<file path="config.mk">
export PLATFORM = sky130hd
export DESIGN_NAME = csr_top
export DESIGN_NICKNAME = d
export VERILOG_FILES = /design/src/common/csr_pkg.sv /design/src/exception/csr_exc_regs.sv /design/src/source/csr_read_mux.sv /design/src/source/csr_save_regs.sv /design/src/source/csr_top.sv /design/src/source/csr_write_stage.sv /design/src/timer/csr_timer.sv
export SDC_FILE = /design/constraint.sdc
export NUM_CORES = 1
export LEC_CHECK = 0
export ABC_AREA = 1
export BUFFER_PORTS_ARGS = -buffer_cell sky130_fd_sc_hd__buf_2
export CAP_MARGIN = 40
export CORE_MARGIN = 5
export CORE_UTILIZATION = 40
export DETAILED_ROUTE_END_ITERATION = 16
export HOLD_SLACK_MARGIN = 0.02
export SLEW_MARGIN = 40
export SYNTH_ARGS = -nofsm -noshare
export SYNTH_HDL_FRONTEND = slang
export SYNTH_SLANG_ARGS = --single-unit
export TNS_END_PERCENT = 1
</file>
<file path="constraint.sdc">
create_clock -name clk -period 2.4 [get_ports clk]
set_clock_uncertainty 0.1 [all_clocks]
set_input_delay 0.36 -clock clk [delete_from_list [all_inputs] [get_ports clk]]
set_output_delay 0.36 -clock clk [all_outputs]
set_load 0.01 [all_outputs]
</file>
<file path="src/common/csr_pkg.sv">
package csr_pkg;

    localparam int CSR_ADDR_W = 14;
    localparam int CSR_DATA_W = 32;

    // CSR address map
    localparam logic [CSR_ADDR_W-1:0] CSR_CRMD   = 14'h000;
    localparam logic [CSR_ADDR_W-1:0] CSR_PRMD   = 14'h001;
    localparam logic [CSR_ADDR_W-1:0] CSR_ECFG   = 14'h004;
    localparam logic [CSR_ADDR_W-1:0] CSR_ESTAT  = 14'h005;
    localparam logic [CSR_ADDR_W-1:0] CSR_ERA    = 14'h006;
    localparam logic [CSR_ADDR_W-1:0] CSR_BADV   = 14'h007;
    localparam logic [CSR_ADDR_W-1:0] CSR_EENTRY = 14'h00c;
    localparam logic [CSR_ADDR_W-1:0] CSR_SAVE0  = 14'h030;
    localparam logic [CSR_ADDR_W-1:0] CSR_TID    = 14'h040;
    localparam logic [CSR_ADDR_W-1:0] CSR_TCFG   = 14'h041;
    localparam logic [CSR_ADDR_W-1:0] CSR_TVAL   = 14'h042;
    localparam logic [CSR_ADDR_W-1:0] CSR_TICLR  = 14'h044;

    localparam logic [5:0]  ECODE_TLBR = 6'h3f;
    // Bit 10 is reserved in ECFG.LIE
    localparam logic [12:0] LIE_MASK   = 13'h1bff;

    localparam logic [CSR_DATA_W-1:0] CRMD_RESET = 32'h0000_0068;

    typedef struct packed {
        logic                  en;
        logic [CSR_ADDR_W-1:0] addr;
        logic [CSR_DATA_W-1:0] data;
    } csr_wr_t;

    typedef struct packed {
        logic [22:0] zero;
        logic [1:0]  datm;
        logic [1:0]  datf;
        logic        pg;
        logic        da;
        logic        ie;
        logic [1:0]  plv;
    } crmd_t;

    typedef struct packed {
        logic        zero_31;
        logic [8:0]  esubcode;
        logic [5:0]  ecode;
        logic [2:0]  zero_15_13;
        logic        ipi;
        logic        is_ti;
        logic        zero_10;
        logic [7:0]  is_hard;
        logic [1:0]  is_soft;
    } estat_t;

    typedef struct packed {
        logic        exception;
        logic        ertn;
        logic        tlb_exception;
        logic [6:0]  expcode;
        logic        wen_expcode;
        logic [31:0] era;
        logic        wen_era;
        logic [31:0] badv;
        logic        wen_badv;
    } exc_req_t;

    typedef struct packed {
        logic [29:0] initval;
        logic        periodic;
        logic        en;
    } tcfg_t;

endpackage

</file>
<file path="src/exception/csr_exc_regs.sv">
`timescale 1ns/1ns
module csr_exc_regs (
    input  logic              clk,
    input  logic              aresetn,
    input  csr_pkg::csr_wr_t  wr,
    input  csr_pkg::exc_req_t exc,
    input  logic [7:0]        hw_int,
    input  logic              timer_int,
    output csr_pkg::crmd_t    crmd,
    output logic [31:0]       prmd,
    output logic [31:0]       ecfg,
    output csr_pkg::estat_t   estat,
    output logic [31:0]       era,
    output logic [31:0]       badv,
    output logic [31:0]       eentry,
    output logic              cpu_interrupt,
    output logic              idle_over
);
    logic           exc_d;
    logic           exc_edge;
    logic [1:0]     pplv;
    logic           pie;
    logic [12:0]    lie;
    logic [1:0]     is_soft;
    logic [5:0]     ecode;
    logic [8:0]     esubcode;
    logic [25:0]    eentry_va;
    logic           wr_crmd;
    logic           wr_prmd;
    logic           wr_ecfg;
    logic           wr_estat;
    logic           wr_era;
    logic           wr_badv;
    logic           wr_eentry;
    csr_pkg::crmd_t crmd_wdata;

    assign exc_edge   = exc.exception & ~exc_d;
    assign crmd_wdata = wr.data;

    assign wr_crmd   = wr.en && wr.addr == csr_pkg::CSR_CRMD;
    assign wr_prmd   = wr.en && wr.addr == csr_pkg::CSR_PRMD;
    assign wr_ecfg   = wr.en && wr.addr == csr_pkg::CSR_ECFG;
    assign wr_estat  = wr.en && wr.addr == csr_pkg::CSR_ESTAT;
    assign wr_era    = wr.en && wr.addr == csr_pkg::CSR_ERA;
    assign wr_badv   = wr.en && wr.addr == csr_pkg::CSR_BADV;
    assign wr_eentry = wr.en && wr.addr == csr_pkg::CSR_EENTRY;

    always_ff @(posedge clk) begin
        if (!aresetn) begin
            exc_d <= 1'b0;
        end else begin
            exc_d <= exc.exception;
        end
    end

    // ertn over exception entry over software write
    always_ff @(posedge clk) begin
        if (!aresetn) begin
            crmd <= csr_pkg::CRMD_RESET;
        end else if (exc.ertn) begin
            crmd.plv <= pplv;
            crmd.ie  <= pie;
            if (ecode == csr_pkg::ECODE_TLBR) begin
                crmd.da <= 1'b0;
                crmd.pg <= 1'b1;
            end
        end else if (exc_edge) begin
            crmd.plv <= 2'b00;
            crmd.ie  <= 1'b0;
            if (exc.tlb_exception) begin
                crmd.da <= 1'b1;
                crmd.pg <= 1'b0;
            end
        end else if (wr_crmd) begin
            crmd.plv  <= crmd_wdata.plv;
            crmd.ie   <= crmd_wdata.ie;
            crmd.datf <= crmd_wdata.datf;
            crmd.datm <= crmd_wdata.datm;
            // Only direct or paged, never both or neither
            if (crmd_wdata.pg ^ crmd_wdata.da) begin
                crmd.pg <= crmd_wdata.pg;
                crmd.da <= crmd_wdata.da;
            end
        end
    end

    always_ff @(posedge clk) begin
        if (!aresetn) begin
            pplv      <= 2'b00;
            pie       <= 1'b0;
            lie       <= '0;
            is_soft   <= 2'b00;
            ecode     <= '0;
            esubcode  <= '0;
            era       <= '0;
            badv      <= '0;
            eentry_va <= '0;
        end else begin
            if (exc_edge) begin
                pplv <= crmd.plv;
                pie  <= crmd.ie;
            end else if (wr_prmd) begin
                pplv <= wr.data[1:0];
                pie  <= wr.data[2];
            end
            if (wr_ecfg) begin
                lie <= wr.data[12:0] & csr_pkg::LIE_MASK;
            end
            if (exc.wen_expcode || exc_edge) begin
                ecode    <= exc.expcode[5:0];
                esubcode <= (exc.expcode[5:0] == 6'd0) ? 9'd0 : {8'd0, exc.expcode[6]};
            end else if (wr_estat) begin
                is_soft <= wr.data[1:0];
            end
            if (exc.wen_era) begin
                era <= exc.era;
            end else if (wr_era) begin
                era <= wr.data;
            end
            if (exc.wen_badv) begin
                badv <= exc.badv;
            end else if (wr_badv) begin
                badv <= wr.data;
            end
            if (wr_eentry) begin
                eentry_va <= wr.data[31:6];
            end
        end
    end

    always_comb begin
        estat          = '0;
        estat.is_soft  = is_soft;
        estat.is_hard  = hw_int;
        estat.is_ti    = timer_int;
        estat.ecode    = ecode;
        estat.esubcode = esubcode;
    end

    assign prmd   = {29'd0, pie, pplv};
    assign ecfg   = {19'd0, lie};
    assign eentry = {eentry_va, 6'd0};

    assign cpu_interrupt = crmd.ie & (|(lie & estat[12:0]));
    // Any pending line wakes the core, enabled or not
    assign idle_over     = |estat[12:0];
endmodule

</file>
<file path="src/source/csr_read_mux.sv">
`timescale 1ns/1ns
module csr_read_mux #(
    parameter int N_SAVE = 4
) (
    input  logic [csr_pkg::CSR_ADDR_W-1:0]            addr_in,
    input  csr_pkg::crmd_t                            crmd,
    input  logic [31:0]                               prmd,
    input  logic [31:0]                               ecfg,
    input  csr_pkg::estat_t                           estat,
    input  logic [31:0]                               era,
    input  logic [31:0]                               badv,
    input  logic [31:0]                               eentry,
    input  logic [N_SAVE-1:0][csr_pkg::CSR_DATA_W-1:0] save,
    input  logic [31:0]                               tid,
    input  csr_pkg::tcfg_t                            tcfg,
    input  logic [31:0]                               tval,
    output logic [31:0]                               rdata
);
    localparam int AW = csr_pkg::CSR_ADDR_W;

    always_comb begin
        rdata = '0;
        case (addr_in)
            csr_pkg::CSR_CRMD:   rdata = crmd;
            csr_pkg::CSR_PRMD:   rdata = prmd;
            csr_pkg::CSR_ECFG:   rdata = ecfg;
            csr_pkg::CSR_ESTAT:  rdata = estat;
            csr_pkg::CSR_ERA:    rdata = era;
            csr_pkg::CSR_BADV:   rdata = badv;
            csr_pkg::CSR_EENTRY: rdata = eentry;
            csr_pkg::CSR_TID:    rdata = tid;
            csr_pkg::CSR_TCFG:   rdata = tcfg;
            csr_pkg::CSR_TVAL:   rdata = tval;
            // TICLR is write-only
            default:             rdata = '0;
        endcase
        for (int i = 0; i < N_SAVE; i++) begin
            if (addr_in == csr_pkg::CSR_SAVE0 + AW'(i)) begin
                rdata = save[i];
            end
        end
    end
endmodule

</file>
<file path="src/source/csr_save_regs.sv">
`timescale 1ns/1ns
module csr_save_regs #(
    parameter int N_SAVE = 4
) (
    input  logic                                     clk,
    input  logic                                     aresetn,
    input  csr_pkg::csr_wr_t                         wr,
    output logic [N_SAVE-1:0][csr_pkg::CSR_DATA_W-1:0] save,
    output logic [csr_pkg::CSR_DATA_W-1:0]           tid
);
    localparam int AW = csr_pkg::CSR_ADDR_W;

    always_ff @(posedge clk) begin
        if (!aresetn) begin
            save <= '0;
            tid  <= '0;
        end else if (wr.en) begin
            // SAVE bank sits at consecutive addresses
            for (int i = 0; i < N_SAVE; i++) begin
                if (wr.addr == csr_pkg::CSR_SAVE0 + AW'(i)) begin
                    save[i] <= wr.data;
                end
            end
            if (wr.addr == csr_pkg::CSR_TID) begin
                tid <= wr.data;
            end
        end
    end
endmodule

</file>
<file path="src/source/csr_top.sv">
`timescale 1ns/1ns
module csr_top #(
    parameter int TIMER_BITS = 32,
    parameter int N_SAVE     = 4
) (
    input  logic                            clk,
    input  logic                            aresetn,
    input  logic                            wen_in,
    input  logic [csr_pkg::CSR_ADDR_W-1:0]  addr_in,
    input  logic [csr_pkg::CSR_DATA_W-1:0]  wdata_in,
    input  logic                            d_idle,
    input  logic                            flush,
    input  csr_pkg::exc_req_t               exc,
    input  logic [7:0]                      hw_int,
    output logic [31:0]                     rdata,
    output logic                            wen_csr,
    output csr_pkg::crmd_t                  crmd,
    output csr_pkg::estat_t                 estat,
    output logic [31:0]                     era,
    output logic [31:0]                     eentry,
    output logic                            cpu_interrupt,
    output logic                            idle_over,
    output logic                            pg
);
    csr_pkg::csr_wr_t                          wr;
    csr_pkg::tcfg_t                            tcfg;
    logic [31:0]                               prmd;
    logic [31:0]                               ecfg;
    logic [31:0]                               badv;
    logic [31:0]                               tval;
    logic [31:0]                               tid;
    logic [N_SAVE-1:0][csr_pkg::CSR_DATA_W-1:0] save;
    logic                                      timer_int;

    csr_write_stage u_write_stage (
        .clk      (clk),
        .aresetn  (aresetn),
        .wen_in   (wen_in),
        .addr_in  (addr_in),
        .wdata_in (wdata_in),
        .d_idle   (d_idle),
        .flush    (flush),
        .wen_csr  (wen_csr),
        .wr       (wr)
    );

    csr_exc_regs u_exc_regs (
        .clk           (clk),
        .aresetn       (aresetn),
        .wr            (wr),
        .exc           (exc),
        .hw_int        (hw_int),
        .timer_int     (timer_int),
        .crmd          (crmd),
        .prmd          (prmd),
        .ecfg          (ecfg),
        .estat         (estat),
        .era           (era),
        .badv          (badv),
        .eentry        (eentry),
        .cpu_interrupt (cpu_interrupt),
        .idle_over     (idle_over)
    );

    csr_timer #(.TIMER_BITS(TIMER_BITS)) u_timer (
        .clk       (clk),
        .aresetn   (aresetn),
        .wr        (wr),
        .tcfg      (tcfg),
        .tval      (tval),
        .timer_int (timer_int)
    );

    csr_save_regs #(.N_SAVE(N_SAVE)) u_save_regs (
        .clk     (clk),
        .aresetn (aresetn),
        .wr      (wr),
        .save    (save),
        .tid     (tid)
    );

    csr_read_mux #(.N_SAVE(N_SAVE)) u_read_mux (
        .addr_in (addr_in),
        .crmd    (crmd),
        .prmd    (prmd),
        .ecfg    (ecfg),
        .estat   (estat),
        .era     (era),
        .badv    (badv),
        .eentry  (eentry),
        .save    (save),
        .tid     (tid),
        .tcfg    (tcfg),
        .tval    (tval),
        .rdata   (rdata)
    );

    // Paged translation flag for the MMU
    assign pg = crmd.pg;
endmodule

</file>
<file path="src/source/csr_write_stage.sv">
`timescale 1ns/1ns
module csr_write_stage (
    input  logic                            clk,
    input  logic                            aresetn,
    input  logic                            wen_in,
    input  logic [csr_pkg::CSR_ADDR_W-1:0]  addr_in,
    input  logic [csr_pkg::CSR_DATA_W-1:0]  wdata_in,
    input  logic                            d_idle,
    input  logic                            flush,
    output logic                            wen_csr,
    output csr_pkg::csr_wr_t                wr
);
    logic                           pending;
    logic                           release_q;
    logic [csr_pkg::CSR_ADDR_W-1:0] addr_q;
    logic [csr_pkg::CSR_DATA_W-1:0] data_q;

    // First idle cycle of a pending write, once only
    assign wen_csr = pending & d_idle & ~release_q;

    always_ff @(posedge clk) begin
        if (!aresetn) begin
            pending   <= 1'b0;
            release_q <= 1'b0;
        end else if (flush) begin
            pending   <= 1'b0;
            release_q <= 1'b0;
        end else begin
            release_q <= wen_csr;
            if (wen_in) begin
                pending <= 1'b1;
            end else if (release_q) begin
                pending <= 1'b0;
            end
        end
    end

    always_ff @(posedge clk) begin
        if (wen_in) begin
            addr_q <= addr_in;
            data_q <= wdata_in;
        end
    end

    always_comb begin
        wr.en   = release_q;
        wr.addr = addr_q;
        wr.data = data_q;
    end
endmodule

</file>
<file path="src/timer/csr_timer.sv">
`timescale 1ns/1ns
module csr_timer #(
    parameter int TIMER_BITS = 32
) (
    input  logic             clk,
    input  logic             aresetn,
    input  csr_pkg::csr_wr_t wr,
    output csr_pkg::tcfg_t   tcfg,
    output logic [31:0]      tval,
    output logic             timer_int
);
    logic [TIMER_BITS-1:0] count;
    logic                  reload;
    logic                  time_out;
    logic                  wr_tcfg;
    logic                  wr_ticlr;

    assign wr_tcfg  = wr.en && wr.addr == csr_pkg::CSR_TCFG;
    assign wr_ticlr = wr.en && wr.addr == csr_pkg::CSR_TICLR;

    always_ff @(posedge clk) begin
        if (!aresetn) begin
            tcfg   <= '0;
            reload <= 1'b0;
        end else begin
            reload <= wr_tcfg;
            if (wr_tcfg) begin
                tcfg <= wr.data;
            end
        end
    end

    // Countdown, reload on new config or periodic wrap
    always_ff @(posedge clk) begin
        if (!aresetn) begin
            count    <= '0;
            time_out <= 1'b0;
        end else if (reload || count == '0) begin
            time_out <= 1'b0;
            if (reload || tcfg.periodic) begin
                count <= TIMER_BITS'(tcfg.initval);
            end
        end else if (tcfg.en) begin
            count    <= count - 1'b1;
            time_out <= (count == TIMER_BITS'(1));
        end
    end

    always_ff @(posedge clk) begin
        if (!aresetn) begin
            timer_int <= 1'b0;
        end else if (wr_ticlr) begin
            timer_int <= 1'b0;
        end else if (time_out) begin
            timer_int <= 1'b1;
        end
    end

    assign tval = 32'(count);
endmodule

</file>
Word level (Yosys, flattened, before mapping)
Cells that the tools add are included.

storage, ports and cells
  bits in registers = 407
  bits of input ports = 136
  output and inout bits = 164
  word-level logic and storage cells = 138

cells by class
  add/sub/neg operators = 1
  equal/unequal tests = 31
  mux-type cells = 25
  bitwise gates (word level) = 12
  reduce and logical (&&, ||, !) cells = 37

operators by type and width
  cell                                                 count
  2-to-1 mux 32 bit                                    11
  case mux 32 bit (10 select lines)                    1
  == test 14 x 3 -> 1 bit (second input constant)      8
  == test 14 x 6 -> 1 bit (second input constant)      8
  == test 14 x 7 -> 1 bit (second input constant)      6
  == test 32 x 1 -> 1 bit (second input constant)      1
  zero test 32 bit                                     1
  subtractor 32 x 1 -> 32 bit (second input constant)  1
  == test 14 x 1 -> 1 bit (second input constant)      2
  == test 14 x 4 -> 1 bit (second input constant)      2
  zero test 14 bit                                     2
  2-to-1 mux 5 bit                                     3
  AND reduction 2 bit                                  7
  AND 13 x 12 -> 13 bit                                1
  OR reduction 13 bit                                  1
  OR reduction 11 bit                                  1
  2-to-1 mux 2 bit                                     5
  nonzero test 2 bit                                   5
  logical AND 1 bit                                    9
  == test 6 bit (second input constant)                1
  zero test 6 bit                                      1
  inverter 1 bit                                       6
  nonzero test 3 bit                                   2
  OR reduction 2 bit                                   3
  other kinds (9)                                      18

Longest topological paths before layout
  depth after elaboration = 6
  gate-level depth with buffers = 15
  gate-level depth less buffers = 14

Cells and area by module
A second synthesis with hierarchy kept.

second synthesis, totals
  cell total of the unflattened synthesis = 4017
  area, all modules = 24853.8 um2

modules (own cells, without submodules)
  module           times used  cells each  area each (um2)  seq. area each (um2)
  csr_save_regs    1           1214        7885.1           3203.1
  csr_exc_regs     1           966         6552.5           2482.4
  csr_read_mux     1           1103        4894.7           0.0
  csr_timer        1           675         4042.6           1341.3
  csr_write_stage  1           58          1471.4           1421.4
  csr_top          1           1           7.5              0.0

Worst setup path before layout
No wires, ideal clock.

  kind = input to output
  from = input addr_in[9] in the netlist's numbering
  to = output rdata[13]
  arrival = 1.717 ns
  data required time = 1.940 ns
  path slack = 0.223 ns
  cell stages on the path = 10
  buffers on the path = 2
  cell sequence = or2_1 -> nor2_4 -> buf_4 -> buf_6 -> nand3_2 -> o22ai_1 -> inv_1 -> nand3_1 -> nand2_1 -> a21oi_1

between the ends
  cells in the longest elaborated chain, start to end = 6
  elaborated cells on any way between the ends = 19
  those cells by class = eq/ne (13); mux (5); reduce/logical (1)

RTL lines
  what                                                   line                text
  start, declared                                        csr_top.sv:9        input logic [csr_pkg::CSR_ADDR_W-1:0] addr_in,
  == test 14 x 7 -> 1 bit, or another cell as far along  csr_read_mux.sv:23  case (addr_in)
  case mux 32 bit (10 select lines)                      csr_read_mux.sv:23
  2-to-1 mux 32 bit (3 in a row)                         csr_read_mux.sv:38  if (addr_in == csr_pkg::CSR_SAVE0 + AW'(i)) begin
  2-to-1 mux 32 bit *                                    csr_read_mux.sv:38
  end, declared                                          csr_top.sv:15       output logic [31:0] rdata,

Every way passes the cells marked *; elsewhere a longest branch is shown, timed or not.

Worst setup path in the final report
  from = input addr_in[8] in the netlist's numbering
  to = output rdata[7]

The elaborated chain is that of the path after synthesis.

==> impl_metrics.py <==
metrics = {
    "status": {
        "status": "finished with violations",
        "violations": "setup timing",
    },
    "placed_design": {
        "dp_hpwl_mm": 55.0,
        "routabilityCongestion": 0.940,
        "dpl_cell_area_mm2": 0.0224,
        "io_buffers": 256,
    },
    "floorplanning": {
        "initial_core_util_pct": 40.5,
        "die_area_mm2": 0.0542,
        "fp.dieH_um": 233,
        "num_rows": 81,
        "fp.coreArea_mm2": 0.0491,
        "ios": 300,
        "dieWidth_um": 233,
    },
    "setup_path": {
        "crit_buf_inv": 5,
        "worstPathRequired_ns": 1.94,
        "critical_path.most_common_cell": "nand2_1",
        "critPathLaunchType": "input port",
        "reg2reg_depth": 13,
        "cp-end-kind": "primary output",
        "r2r_start": "u_timer.tval[16]$_SDFFE_PN0P_",
        "reg2reg_to": "u_timer.tval[12]$_SDFFE_PN0P_",
        "r2r_slack_ns": 0.15,
        "path_delay_family": "simple AND/OR/NAND/NOR gates",
        "cp_max_fo": 32,
        "crit_type": "input port to primary output",
        "crit_chain": "buf_6 > or2_4 > nor2_4 > buf_12 > buf_6 > buf_4 > nand3_1 > nand2_1 > nor2_1 > nand3_1 > nand2_1 > nand2_1 > nand2_1 > nand2_1 > buf_2",
        "cp.arrival_ns": 2.22,
        "slowest_delay_ns": 0.25,
        "crit_slowest_cell": "or2_4",
    },
    "synth": {
        "synth_cells": 2742,
        "synth_area_per_cell_um2": 7.24,
        "syn-cell-area_mm2": 0.0199,
        "ys_ff_latch": 399,
        "synth_cell_types": 48,
        "synth-seq-area-share_pct": 42.5,
        "synthArstFlopShare_pct": 0,
        "synth-main-ff-cell": "dfxtp_1",
        "yosys_warnings": 0,
        "synth_edf_count": 46,
    },
    "cts": {
        "insertion_delay_ns": 0.59,
        "clock_sinks": 399,
        "cts_root_buf": "clkbuf_16",
        "numCtsBuffers": 46,
        "cts_tree": "yes",
        "h-tree-depth": 2,
        "clk_pin_slew_ns": 0.06,
        "clk_path_buf_depth": 3,
    },
    "grt": {
        "grt_pass1_wl_mm": 117,
        "track_usage_pct": 27.7,
        "antenna_found_initial": 0,
        "grt_overflow": 0,
        "grt_pass1_vias": 19300,
        "grt_max_degree": 220,
    },
    "route": {
        "ant_nets": 0,
        "drc": 0,
        "wl_per_cell_um": 20.4,
        "num_vias": 20700,
        "drt_iter0_markers": 2256,
        "wl_mm": 78.2,
        "detail_route.vias_per_cell": 5.39,
        "firstDrtPassIters": 6,
    },
    "finish": {
        "final_common_cell": "nand2_1",
        "syn_to_final_growth_pct": 29.6,
        "final_area_mm2": 0.0257,
        "drive_gt1_share_pct": 20.6,
        "mostFrequentLayoutCells": "nand2_1 (430), dfxtp_1 (353), a21oi_1 (324)",
        "fin_util_pct": 52.5,
        "nNetsFinal": 3270,
    },
    "min_path": {
        "hold_path.class": "input port to flop",
        "hold_end": "u_write_stage.addr_q[1]$_DFFE_PP_",
        "min_from": "addr_in[1]",
        "whs_path_depth": 2,
    },
    "sta": {
        "slew_viol_final": 0,
        "rsz0062_at_grt": "true",
        "worstMarginPinSlew_ns": 0.800,
        "holdWs_ns": 0.102,
        "timing.final.ws_setup_ns": -0.282,
        "hold_violations": 0,
        "setup-violations-final": 32,
        "period_minus_slack_ns": 2.68,
        "maxSlewHeadroom_pct": 46.7,
        "final.period_utilization_pct": 112,
        "max_freq_ghz": 0.373,
    },
    "job": {
        "maxCapViolations": 0,
    },
    "pwr": {
        "p_leak_nw": 11.1,
        "irDropWorstVdd_uv": 418,
        "p_per_area_mw_per_mm2": 614,
    },
}
[Yosys cell counts, drive strengths merged, types with 4 or more instances]
master	instances	area, um^2
xor2	17	149
a21oi	335	1680
inv	234	878
clkbuf	102	383
nand2	470	1800
a211oi	64	761
nand3	227	1140
nand4	47	294
xnor2	4	35.0
nor3	72	383
o211ai	35	263
or2	5	31.3
nor2	319	1220
dfxtp	353	7070
edfxtp	46	1380
buf	133	876
nor4	5	67.6
o21ai	245	1240
[layout make-up]
| class | count | area (um^2) |
|---|---|---|
| antenna | 1 | 2.50 |
| clock buffer | 67 | 1410 |
| clock inverter | 17 | 216 |
| fill | 4750 | 23300 |
| inverter | 237 | 900 |
| multi-input combinational | 1913 | 9710 |
| sequential | 399 | 8450 |
| tap | 664 | 831 |
| timing repair buffer | 534 | 4220 |
[registers in the layout (all words and copies together), names as in the netlist, 9 cells and up]
name / count
u_exc_regs.era: 32
u_timer.tval: 32
u_exc_regs.eentry_va: 26
u_exc_regs.badv: 32
u_write_stage.data_q: 32
u_save_regs.tid: 32
u_exc_regs.crmd: 9
u_save_regs.save: 128
u_timer.tcfg: 32
u_write_stage.addr_q: 14
u_exc_regs.lie: 12
[metrics by stage]
step	power [W]	worst slack, ns	instances	TNS (ns)
finish	0.0158	-0.282	3832	-7.43
global route	0.0162	-0.354	3831	-12.18
CTS	0.0158	-0.226	3828	-5.92
detailed placement	0.00816	-0.600	3617	-11.66
global placement	0.00816	-0.588	3617	-11.60
floorplan	0.00766	0.223	2784	0
[worst max path at each step]
stage,from,to,slack [ns],cells after the start
floorplan,addr_in[9],rdata[13],0.22,10
global placement,addr_in[7],rdata[18],-0.59,14
detailed placement,addr_in[7],rdata[18],-0.60,14
CTS,addr_in[9],rdata[28],-0.23,15
global route,addr_in[8],rdata[14],-0.35,18
finish,addr_in[8],rdata[7],-0.28,15
[per-layer routing]
layer / vias up / GRT usage, % / wire (um)
li1: 9883 / - / -
met2: 886 / 42.4 / 34300
met5: - / 0 / 0
met3: 108 / 5.28 / 6460
met1: 9795 / 40.6 / 35900
met4: 0 / 5.91 / 1560
[worst register-to-register path: cells and delay by family, from the launching register on]
family                 cells  cell delay (ns)
AO/OA/AOI/OAI              1             0.09
flip-flops                 1             0.34
buffers and inverters      2             0.55
AND/OR/NAND/NOR           10             1.12
[cell families after synthesis]
family                   count (synthesis)  synth area share, %
adder cells (fa/ha/maj)                  3                0.189
AO/OA/AOI/OAI                          693                 20.4
other                                    1               0.0189
AND/OR/NAND/NOR                       1153                 25.2
flip-flops                             399                 42.5
XOR/XNOR                                21                0.926
buffers and inverters                  472                 10.8
[report_power, final]
| part | total, W | switching (W) | internal, W |
|---|---|---|---|
| clock | 0.00757 | 0.00296 | 0.00461 |
| sequential | 0.00709 | 0.000189 | 0.00690 |
| combinational | 0.00114 | 0.000717 | 0.000419 |
| total | 0.0158 | 0.00386 | 0.0119 |
[what timing repair did]
item	in CTS	in global routing
resized for setup	78	46
endpoints found under the hold margin	120	0
buffers inserted	4	1
hold buffers	121	0
setup endpoints to repair	32	57
pin swaps	6	9
cloned	2	1
No activity file was read; power rests on OpenSTA's default activity.
